`config.mk`:
```
export PLATFORM = sky130hd
export DESIGN_NAME = display_streamer
export DESIGN_NICKNAME = d
export VERILOG_FILES = /design/src/logic/img_pkg.sv /design/src/logic/display_streamer.sv
export SDC_FILE = /design/constraint.sdc
export NUM_CORES = 1
export LEC_CHECK = 0
export ABC_CLOCK_PERIOD_IN_PS = 2700
export BUFFER_PORTS_ARGS = -buffer_cell sky130_fd_sc_hd__clkbuf_2
export CORE_MARGIN = 8
export CORE_UTILIZATION = 44
export CTS_BUF_LIST = sky130_fd_sc_hd__clkbuf_4
export CTS_CLUSTER_SIZE = 40
export DETAILED_ROUTE_END_ITERATION = 10
export PLACE_DENSITY_LB_ADDON = 0.15
export SLEW_MARGIN = 30
export SYNTH_ARGS = -nofsm -noshare
export SYNTH_HDL_FRONTEND = slang
export SYNTH_SLANG_ARGS = --single-unit
```
`constraint.sdc`:
```
create_clock -name i_clk -period 2.7 [get_ports i_clk]
set_clock_uncertainty 0.2 [all_clocks]
set_input_delay 0.27 -clock i_clk [delete_from_list [all_inputs] [get_ports i_clk]]
set_output_delay 0.27 -clock i_clk [all_outputs]
set_load 0.01 [all_outputs]
```
`src/logic/img_pkg.sv`:
```
package img_pkg;

    // ------------------------------
    // image geometry
    // ------------------------------
    localparam int IMG_W = 8;
    localparam int IMG_H = 8;
    localparam int IMG_C = 32;

    // total pixel count, channel-major raster
    localparam logic [11:0] IMG_PIX = 12'(IMG_W * IMG_H * IMG_C);

    // memory banking
    localparam int BANK_COUNT = 4;
    localparam int BANK_DEPTH = 512;

    typedef logic [7:0] pixel_t;
    typedef logic signed [13:0] out_word_t;
    typedef logic [$clog2(IMG_W)-1:0] coord_t;
    typedef logic [$clog2(IMG_C)-1:0] chan_t;

    // channel*64 + y*8 + x
    typedef logic [$clog2(IMG_W * IMG_H * IMG_C)-1:0] pix_addr_t;

    // 2x2 window must stay inside the 8x8 plane
    localparam coord_t ORG_MAX = 3'd6;

    // active channel depth
    typedef enum logic [1:0] {
        D8  = 2'd0,
        D16 = 2'd1,
        D32 = 2'd2
    } depth_e;

    typedef struct packed {
        coord_t origin_x;
        coord_t origin_y;
        depth_e depth;
    } view_t;

    // single write port
    typedef struct packed {
        logic      valid;
        pix_addr_t addr;
        pixel_t    data;
    } mem_wr_t;

    // single read port, data one cycle later
    typedef struct packed {
        logic      valid;
        pix_addr_t addr;
    } mem_rd_t;

endpackage

```
`src/logic/display_streamer.sv`:
```
module display_streamer (
    input  logic                i_clk,
    input  logic                i_rst_n,
    input  logic                i_start,
    input  img_pkg::view_t      i_view,
    input  img_pkg::pixel_t     i_rd_data,
    output img_pkg::mem_rd_t    o_rd,
    output logic                o_out_valid,
    output img_pkg::out_word_t  o_out_data,
    output logic                o_done
);
    import img_pkg::*;

    logic       active;
    logic [1:0] win_pos;
    chan_t      chan;
    chan_t      chan_last;
    logic       rd_last;
    coord_t     rd_x;
    coord_t     rd_y;
    logic       out_valid_q;
    logic       out_last_q;

    // last channel index for the current depth
    always_comb begin
        case (i_view.depth)
            D8:      chan_last = chan_t'(7);
            D16:     chan_last = chan_t'(15);
            default: chan_last = chan_t'(IMG_C - 1);
        endcase
    end

    // ------------------------------
    // read side, one address per cycle
    // ------------------------------
    // win_pos bit 0 steps x, bit 1 steps y
    assign rd_x    = i_view.origin_x + coord_t'(win_pos[0]);
    assign rd_y    = i_view.origin_y + coord_t'(win_pos[1]);
    assign rd_last = active && (win_pos == 2'd3) && (chan == chan_last);

    assign o_rd.valid = active;
    assign o_rd.addr  = {chan, rd_y, rd_x};

    always_ff @(posedge i_clk or negedge i_rst_n) begin
        if (!i_rst_n) begin
            active      <= 1'b0;
            win_pos     <= '0;
            chan        <= '0;
            out_valid_q <= 1'b0;
            out_last_q  <= 1'b0;
        end else begin
            // valid/last follow the read by one cycle, matching memory latency
            out_valid_q <= active;
            out_last_q  <= rd_last;
            if (i_start) begin
                active  <= 1'b1;
                win_pos <= '0;
                chan    <= '0;
            end else if (active) begin
                win_pos <= win_pos + 1'b1;
                // next channel after the fourth window pixel
                if (win_pos == 2'd3) begin
                    chan <= chan + 1'b1;
                end
                if (rd_last) begin
                    active <= 1'b0;
                end
            end
        end
    end

    // ------------------------------
    // output side
    // ------------------------------
    assign o_out_valid = out_valid_q;
    assign o_out_data  = out_valid_q ? out_word_t'({6'd0, i_rd_data}) : '0;
    assign o_done      = out_valid_q & out_last_q;

endmodule

```
# [Yosys cells after proc, flatten, opt, wreduce, memory -nomap -nowiden]
# Cells that the tools add are included.
[op_classes] reduce_logical=6 n_eq_ne=3 magnitude_cmp=0 add_sub_neg=4 shifts=0 n_mul=0 mux=10 div_mod_pow=0 bitwise_logic=1
[ops] operator="5-bit 2-to-1 mux" count=3
[ops] operator="5-bit one-hot mux with 2 select lines" count=1
[ops] operator="8-bit 2-to-1 mux" count=1
[ops] operator="3-bit by 1-bit adder with 3-bit output" count=2
[ops] operator="5-bit by 1-bit adder with 5-bit output, second input constant" count=1
[ops] operator="5-bit == test" count=1
[ops] operator="2-bit 2-to-1 mux" count=2
[ops] operator="2-bit nonzero test" count=2
[ops] operator="1-bit 2-to-1 mux" count=3
[ops] operator="2-bit by 1-bit adder with 2-bit output, second input constant" count=1
[ops] operator="2-bit by 1-bit == test with 1-bit output, second input constant" count=1
[ops] operator="2-bit == test, second input constant" count=1
[ops] operator="1-bit logical AND" count=2
[ops] operator="2-bit zero test" count=1
[ops] operator="2-bit AND reduction" count=1
[ops] operator="1-bit AND" count=1
[word_totals] latch_bits=0 in_bits=19 out_inout_bits=28 n_memories=0 mem_bits_rw=0 ff_bits=10 rom_bits=0 wordCells=29

# [Logic depth before layout (Yosys ltp)]
# Gate-level depths: netlist (run 1).
[depth] word_depth=7 depth_mapped=4 mapped_depth_nobuf=4

# [Least setup slack after synthesis (run 1)]
# Ideal clock, no wire load.
[synth_path] path_type="reg2out" start="reg win_pos[0]" end="out o_rd[2] in the netlist's numbering" arrival_ns=0.982 path_buffers=0 stages_incl_launch_ff=4 required_time_ns=2.230 slack_ns=1.248 path_cell_list="dfrtp_1 -> ha_1 -> ha_1 -> xor2_1"
[synth_lines] item="from (decl)" line_no="display_streamer.sv:15" text="logic [1:0] win_pos;"
[synth_lines] item="from (signal assigned)" line_no="display_streamer.sv:60" text="win_pos <= win_pos + 1'b1;"
[synth_lines] item="to (decl)" line_no="display_streamer.sv:7" text="output img_pkg::mem_rd_t o_rd,"

==> out/metrics.csv, run 1 <==
metric,value,unit
status,"finished, final reports clean",
avgSynthCellArea,9.72,um2
drv_cap,0,
period_share,0.669,
worstPathRequired,2.23,ns
drtIter0Drc,11,
setup_violations,0,
initial_core_util,0.480,
cts_tree,built,
num-fill-cells,128,
internal-power,241,uW
numCtsBuffers,3,
hold-worst-slack,0.0546,ns
r2r_cells,4,
p_per_area,401,nW/um2
ff2ff_setup_slack,1.17,ns
die_w,53.9,um
htreeDepth,1,
drc,0,
r2r_end,chan[4],
power,337,uW
holdPathEnd,chan[3],
cts.sinks,10,
ant_nets,0,
insertedDiodeCount,0,
grt_use_total,0.104,
seqPwrFrac,0.467,
path_clk_slew,0.07,ns
ys_seq_area_frac,0.396,
fp.coreArea,1320,um2
clock.fmax,0.553,GHz
portBuffers,40,
clk_path_buf_depth,2,
syn_inst,65,
yosysWarnings,0,
place.gp.congestion,0.691,
tns,0,ns
criticalPathCategory,reg -> out,
p_leak,0.483,nW
period_needed,1.81,ns
layout-drive-gt1-share,0.415,
wl_per_cell,11.7,um
area_growth,33.3,%
grt_pass1_vias,527,
wl,1.42,mm
rows,13,
grt_max_degree,11,
place_area,806,um2
dieArea,2900,um2
cts_root_buf,clkbuf_4,
grt_overflow,0,
drv_slew,0,
worstPathArrival,1.34,ns
cp-start-kind,flip-flop,
vias,577,
antenna_found_initial,0,
rsz0062_at_grt,no,
hold_depth,2,
power_switching,96.4,uW
fin_nets,132,
die_h,53.9,um
critPathCaptureType,output pin,
via_per_inst,4.77,
finalHoldViolCount,0,
design_area,842,um2
hold_path_class,in -> reg,
synth_cell_types,19,
p_sw_frac,0.286,
syn_area,632,um2
p_comb_frac,0.212,
drtPass1Iterations,2,
hp-start,i_start,
pwr-share-clk,0.321,
cp_max_fo,3,
grt_pass1_wl,2.21,mm
hpwl,1.20,mm
io_pins,47,
fin_util,0.639,
rr_startpoint,win_pos[0],
vdd_ir_drop_max,0.215,mV
clk_latency,0.27,ns
ys_ff_latch,10,
## layout by cell type, fill, tap and decap left out, drive strengths merged
| master | instances |
|---|---|
| nand2 | 2 |
| a211oi | 1 |
| o21ai | 3 |
| nor2 | 4 |
| nand3 | 3 |
| or3 | 3 |
| conb | 6 |
| a21oi | 3 |
| clkbuf | 43 |
| xnor2 | 1 |
| ha | 6 |
| dlygate4sd3 | 1 |
| nand4 | 1 |
| clkinv | 1 |
| dfrtp | 10 |
| xor2 | 5 |
| o21bai | 1 |
| mux2i | 1 |
| and2 | 9 |
| inv | 2 |
## worst max-delay path, cell delays in order (launching register included)
cell and delay [ns]:
dfrtp_1 0.41, ha_1 0.19, ha_1 0.18, xor2_1 0.14, clkbuf_2 0.15
## timing repair
| item | in CTS | in global routing |
|---|---|---|
| endpoints found under the hold margin | 10 | 0 |
| setup buffers | 0 | 0 |
| hold buffers | 1 | 0 |
| resized for setup | 0 | 0 |
## per-stage QoR
| step | instances | worst slack (ns) |
|---|---|---|
| 2_1_floorplan | 70 | 1.25 |
| 3_3_place_gp | 116 | 1.19 |
| 3_5_place_dp | 116 | 1.17 |
| 4_1_cts | 121 | 0.871 |
| 5_1_grt | 121 | 0.797 |
| 6_report | 121 | 0.893 |
## sequential cells by signal (all words and copies together) (netlist names)
name         flops
active           1
chan             5
o_out_valid      1
out_last_q       1
win_pos          2
## metal layers
layer	vias up	global-route usage	share of wire
met4	0	0.0798	0.018
met5	-	0	0
met3	4	0.0413	0.21
li1	284	-	-
met2	36	0.174	0.44
met1	253	0.101	0.33
## synthesized netlist by cell type
master / count / area (um2)
and2_1: 9 / 56.3
o21ai_0: 3 / 15.0
buf_4: 8 / 60.1
mux2i_1: 1 / 10.0
ha_1: 6 / 75.1
inv_1: 2 / 7.51
xnor2_1: 1 / 8.76
nor2_1: 4 / 15.0
buf_1: 1 / 3.75
xor2_1: 5 / 43.8
a21oi_1: 3 / 15.0
nand4_1: 1 / 6.26
conb_1: 1 / 3.75
o21bai_1: 1 / 7.51
nand3_1: 3 / 15.0
dfrtp_1: 10 / 250
nand2_1: 2 / 7.51
or3_1: 3 / 18.8
a211oi_2: 1 / 12.5
## power by group through the flow
stage               Combinational (mW)  Sequential (mW)  Clock, mW
floorplan                       0.0443            0.160          0
detailed placement              0.0718            0.161          0
finish                          0.0714            0.157      0.108
CTS                             0.0732            0.158      0.113
global route                    0.0812            0.158      0.122
global placement                0.0706            0.160          0
## worst max path at each step
stage,start,to,slack (ns)
floorplan,win_pos[0],o_rd[2],1.25
detailed placement,win_pos[0],o_rd[2],1.17
finish,win_pos[0],o_rd[2],0.89
global route,win_pos[0],o_rd[2],0.80
CTS,win_pos[0],o_rd[2],0.87
global placement,win_pos[0],o_rd[2],1.19
## area by class of cell
class / instances / area, um2 / share of cell area
flip-flops and latches: 10 / 250 / 0.297
multi-input cells: 49 / 329 / 0.391
clock inverters: 1 / 3.75 / 0.00446
well taps: 15 / 18.8 / 0.0223
repair buffers: 41 / 210 / 0.250
inverters: 2 / 7.51 / 0.00892
clock buffers: 3 / 22.5 / 0.0267
## cells by family after synthesis
family / after synthesis / share of synthesized area
buffers and inverters: 11 / 0.113
flip-flops: 10 / 0.396
AO/OA/AOI/OAI: 8 / 0.0792
multiplexers: 1 / 0.0158
AND/OR/NAND/NOR: 22 / 0.188
XOR/XNOR: 6 / 0.0832
other: 1 / 0.00593
adder cells (fa/ha/maj): 6 / 0.119
No activity file was read; power rests on OpenSTA's default activity.
==> run 2, diff against run 1 <==
- ABC_AREA: not set -> 1
- ABC_CLOCK_PERIOD_IN_PS: 2700 -> 1500
- CORE_UTILIZATION: 44 -> 38
- clock period: 2.7 -> 1.5 ns (I/O delays scaled with it)
==> run 2 against run 1 <==
  * Worst hold slack lost 0.032 ns
  * The run now ends with setup timing left
  * Count of clock-buffer cells in the layout unchanged
  * Total power increased by 93%
  * Via count is 22% higher
  * Final cell count is 37% higher
==> out/metrics.csv, run 2 <==
metric,value,unit
ys_ff_latch,10,
synth_common_cells,"nand2_1 (25), inv_1 (19), dfrtp_1 (10)",
grt_overflow,0,
hp-start,i_view[0],
worstPathCellList,"ha_2, ha_4, xor2_1, buf_2",
power_switching,191,uW
period_needed,1.62,ns
synth_top_area_cell,dfrtp_1,
drtPass1Iterations,4,
hpwl,1.43,mm
ant_nets,0,
cts_tree,built,
critPathLaunch,win_pos[0],
worstPathArrival,1.27,ns
insertedDiodeCount,0,
setup_violations,4,
cp_max_fo,2,
clk_path_buf_depth,2,
rr_startpoint,win_pos[0],
synth_cell_types,18,
synth_edf_count,0,
htreeDepth,1,
grt_pass1_vias,646,
rsz0062_at_grt,yes,
drtIter0Drc,9,
failed_checks,setup timing,
area_growth,49.6,%
top_register,chan,
wl,1.79,mm
finalHoldViolCount,0,
ys_seq_area_frac,0.369,
p_per_area,641,nW/um2
hold_depth,5,
period_share,1.08,
r2r_end,chan[0],
vias,703,
synthTopCellsByArea,"dfrtp_1 (37%), nand2_1 (14%), ha_1 (11%), inv_1 (11%), buf_4 (7.7%)",
drv_slew,0,
via_per_inst,4.23,
p_leak,0.625,nW
grt_pass1_wl,2.73,mm
ff2ff_setup_slack,0.10,ns
tns,-0.355,ns
numCtsBuffers,3,
avgSynthCellArea,7.29,um2
criticalPathCategory,reg -> out,
syn_inst,93,
p_comb_frac,0.271,
cts.sinks,10,
largest_reg_flops,5,
slowest_stage,dfrtp_1,
fp.coreArea,1710,um2
synth.most_common_cell,nand2_1,
pwr-share-clk,0.297,
placedCellCount,156,
grt_use_total,0.0992,
instances_no_fill,166,
grt_max_degree,11,
antenna_found_initial,0,
cts_root_buf,clkbuf_4,
die_w,58.2,um
drv_cap,0,
status,"complete, but fails checks",
place.gp.congestion,0.727,
critPathCaptureType,output pin,
fin_ws,-0.115,ns
hold_path_class,in -> reg,
worstPathRequired,1.15,ns
cpPeakStageDelay,0.39,ns
fin_nets,167,
layout_common_cells,"clkbuf_2 (36), nand2_1 (25), inv_1 (19), dfrtp_1 (9)",
wl_per_cell,10.8,um
vdd_ir_drop_max,0.479,mV
power,650,uW
clock.fmax,0.619,GHz
rows,15,
drc,0,
r2r_cells,7,
dieArea,3390,um2
layout.area.seq,251,um2
initial_core_util,0.397,
ys.flop_type,dfrtp_1,
clk_latency,0.27,ns
layout_commonest_cell,clkbuf_2,
portBuffers,40,
yosysWarnings,0,
hold-worst-slack,0.0224,ns
multi_input_area,360,um2
largest_registers,"chan (5), win_pos (2)",
internal-power,459,uW
syn_area,678,um2
holdPathEnd,out_last_q,
num-fill-cells,167,
io_pins,47,
seqPwrFrac,0.432,
async_flop_share,1.00,
p_sw_frac,0.294,
pre_cts_slack,0.0862,ns
die_h,58.2,um
synth_top_area_frac,0.369,
path_clk_slew,0.07,ns
layout-drive-gt1-share,0.418,
cp-start-kind,flip-flop,
[run 2: per-layer routing]
| metal | vias up | GRT usage | share of wire |
|---|---|---|---|
| met5 | - | 0 | 0 |
| met4 | 0 | 0.0350 | 0.0095 |
| met3 | 2 | 0.0552 | 0.14 |
| met2 | 33 | 0.172 | 0.48 |
| met1 | 310 | 0.0971 | 0.37 |
| li1 | 358 | - | - |
[run 2: kinds of logic (layout without fill, tap and decap cells)]
family / Yosys count / count (layout) / share of synthesized area
and+or+nand+nor: 39 / 39 / 0.234
buffers and inverters: 28 / 71 / 0.194
DFF: 10 / 10 / 0.369
adders and majority gates: 6 / 6 / 0.111
AOI/OAI and AO/OA: 6 / 6 / 0.0480
xor gates and xnor gates: 3 / 3 / 0.0388
other: 1 / 6 / 0.00553
[run 2: through the flow]
step           area [um2]   util
6_report             1010  0.594
5_1_grt              1010  0.594
4_1_cts               951  0.557
3_5_place_dp          880  0.515
3_3_place_gp          880  0.515
2_1_floorplan         697      -
[run 2: how the worst max path moves through the flow]
stage                     cells after the start  slack [ns]  endpoint
final                                         4       -0.12   o_rd[2]
after floorplan                               3        0.17   o_rd[2]
after CTS                                     4       -0.11   o_rd[5]
after global placement                        4        0.11   o_rd[2]
after detailed placement                      4        0.09   o_rd[2]
after global routing                          4       -0.15   o_rd[2]
[run 2: what timing repair did]
action	4_1_cts	5_1_grt
resized for setup	4	13
pin swaps	2	2
hold buffers	2	0
endpoints found under the setup margin	4	8
buffers inserted	2	2
endpoints found under the hold margin	14	0
[run 2: power by group through the flow]
stage | clock [mW] | combinational [mW] | sequential, mW
after global routing | 0.211 | 0.199 | 0.282
after detailed placement | 0 | 0.138 | 0.288
after CTS | 0.193 | 0.153 | 0.281
after global placement | 0 | 0.135 | 0.287
final | 0.193 | 0.176 | 0.281
after floorplan | 0 | 0.0828 | 0.288
[run 2: layout make-up]
| cell class | count | area share |
|---|---|---|
| repair buffers | 47 | 0.266 |
| multi-input cells | 60 | 0.355 |
| inverters | 20 | 0.0740 |
| clock inverters | 1 | 0.00370 |
| clock buffers | 3 | 0.0222 |
| well taps | 25 | 0.0308 |
| flip-flops and latches | 10 | 0.248 |
[run 2: worst max-delay path, delay by kind of cell, from the launching register on]
kind                     cells  cell delay [ns]
XOR/XNOR                     1             0.13
adder cells (fa/ha/maj)      2             0.36
buffers and inverters        1             0.13
flip-flops                   1             0.39
==> run 3, diff against run 2 <==
- RECOVER_POWER: not set -> 50
==> run 3 against run 2 <==
  * The flow still finishes with violations (setup timing)
  * Sequential power barely moved
  * Global-route usage stayed put
  * Clock power hardly changed
  * Total power shrank 0.19%
==> out/metrics.csv, run 3 (synthesis results as in run 2) <==
metric,value,unit
clk_path_buf_depth,2,
top_register,chan,
ff2ff_setup_slack,0.10,ns
vias,699,
die_h,58.2,um
vdd_ir_drop_max,0.480,mV
r2r_end,chan[0],
hold_path_class,in -> reg,
fin_nets,167,
worstPathArrival,1.27,ns
fp.coreArea,1710,um2
period_share,1.08,
drtPass1Iterations,4,
hpwl,1.43,mm
io_pins,47,
grt_use_total,0.0992,
failed_checks,setup timing,
rows,15,
hold_depth,5,
worstPathCellList,"ha_2, ha_4, xor2_1, buf_2",
critPathTopFamily,flip-flops,
fin_util,0.588,
cp-start-kind,flip-flop,
drc,0,
rr_startpoint,win_pos[0],
largest_registers,"chan (5), win_pos (2)",
numCtsBuffers,3,
drtIter0Drc,10,
period_needed,1.62,ns
criticalPathCategory,reg -> out,
cts.sinks,10,
drv_slew,0,
slowest_stage,dfrtp_1,
grt_pass1_wl,2.73,mm
p_leak,0.606,nW
worstPathRequired,1.15,ns
area_growth,48.0,%
worst_pin_slew,0.534,ns
portBuffers,40,
fin_ws,-0.115,ns
cts_root_buf,clkbuf_4,
drv_cap,0,
grt_overflow,0,
r2r_cells,7,
die_w,58.2,um
place.gp.congestion,0.727,
layout-drive-gt1-share,0.369,
layout_common_cells,"clkbuf_2 (31), nand2_1 (25), inv_1 (19), dfrtp_1 (10)",
cp_max_fo,2,
initial_core_util,0.397,
maxSlewHeadroom,0.644,
largest_reg_flops,5,
p_per_area,647,nW/um2
wl_per_cell,10.7,um
wl,1.78,mm
grt_pass1_vias,646,
grt_max_degree,11,
rsz0062_at_grt,yes,
critPathBufInv,1,
hp-start,i_view[0],
dieArea,3390,um2
holdPathEnd,out_last_q,
clock.fmax,0.619,GHz
insertedDiodeCount,0,
cts_tree,built,
path_clk_slew,0.07,ns
ant_nets,0,
power,649,uW
cpPeakStageDelay,0.39,ns
status,"complete, but fails checks",
antenna_found_initial,0,
finalHoldViolCount,0,
setup_violations,4,
critPathCaptureType,output pin,
htreeDepth,1,
via_per_inst,4.21,
clk_latency,0.27,ns
layout_commonest_cell,clkbuf_2,
## run 3: cell count changes in the layout (fill, tap and decap cells not counted)
cell	change
dfrtp_1	+1
clkbuf_1	+6
dfrtp_2	-1
buf_4	-1
clkbuf_2	-5
## run 3: worst register-to-register path, cell delays in order, from the launching register on
cell	delay, ns
dfrtp_1	0.39
buf_4	0.15
ha_4	0.16
nand2_4	0.08
inv_2	0.05
buf_4	0.13
nor2_1	0.08
nor3_1	0.05
## run 3: power breakdown
group	switching (mW)	total (mW)	leakage (nW)	internal [mW]
Sequential	0.00470	0.281	0.127	0.276
Clock	0.0965	0.193	0.0154	0.0962
Combinational	0.0899	0.175	0.464	0.0854
## run 3: metal layers
metal  vias up  global-route usage  share of wire  wire length [um]
met1       306              0.0971           0.36               649
met4         0              0.0350         0.0095                17
met5         -                   0              0                 0
met2        33               0.172           0.48               864
li1        358                   -              -                 -
met3         2              0.0552           0.14               250
## run 3: how the worst max path moves through the flow
stage / cells after the start / slack [ns] / startpoint / end
after floorplan: 3 / 0.17 / win_pos[0] / o_rd[2]
after CTS: 4 / -0.11 / win_pos[1] / o_rd[5]
after global routing: 4 / -0.15 / win_pos[0] / o_rd[2]
after detailed placement: 4 / 0.09 / win_pos[0] / o_rd[2]
final: 4 / -0.12 / win_pos[0] / o_rd[2]
after global placement: 4 / 0.11 / win_pos[0] / o_rd[2]
## run 3: timing repair
action,CTS,global route
pin swaps,2,2
endpoints found under the hold margin,14,0
resized for setup,4,13
hold buffers,2,0
buffers inserted,2,2
setup endpoints to repair,4,8
## run 3: layout make-up
| cell class | instances | area (um2) |
|---|---|---|
| Multi-Input combinational cell | 60 | 360 |
| Clock inverter | 1 | 3.75 |
| Clock buffer | 3 | 22.5 |
| Tap cell | 25 | 31.3 |
| Sequential cell | 10 | 250 |
| Inverter | 20 | 75.1 |
| Timing Repair Buffer | 47 | 260 |
| Fill cell | 171 | 704 |
## run 3: metrics by stage
step / std cells / area, um2 / hold slack [ns] / worst slack [ns] / TNS [ns]
global placement: 156 / 880 / -0.171 / 0.114 / 0
detailed placement: 156 / 880 / -0.166 / 0.0862 / 0
floorplan: 98 / 697 / -0.346 / 0.168 / 0
finish: 166 / 1000 / 0.0225 / -0.115 / -0.354
global route: 166 / 1000 / 0.0738 / -0.150 / -0.553
CTS: 164 / 951 / 0.0329 / -0.113 / -0.431
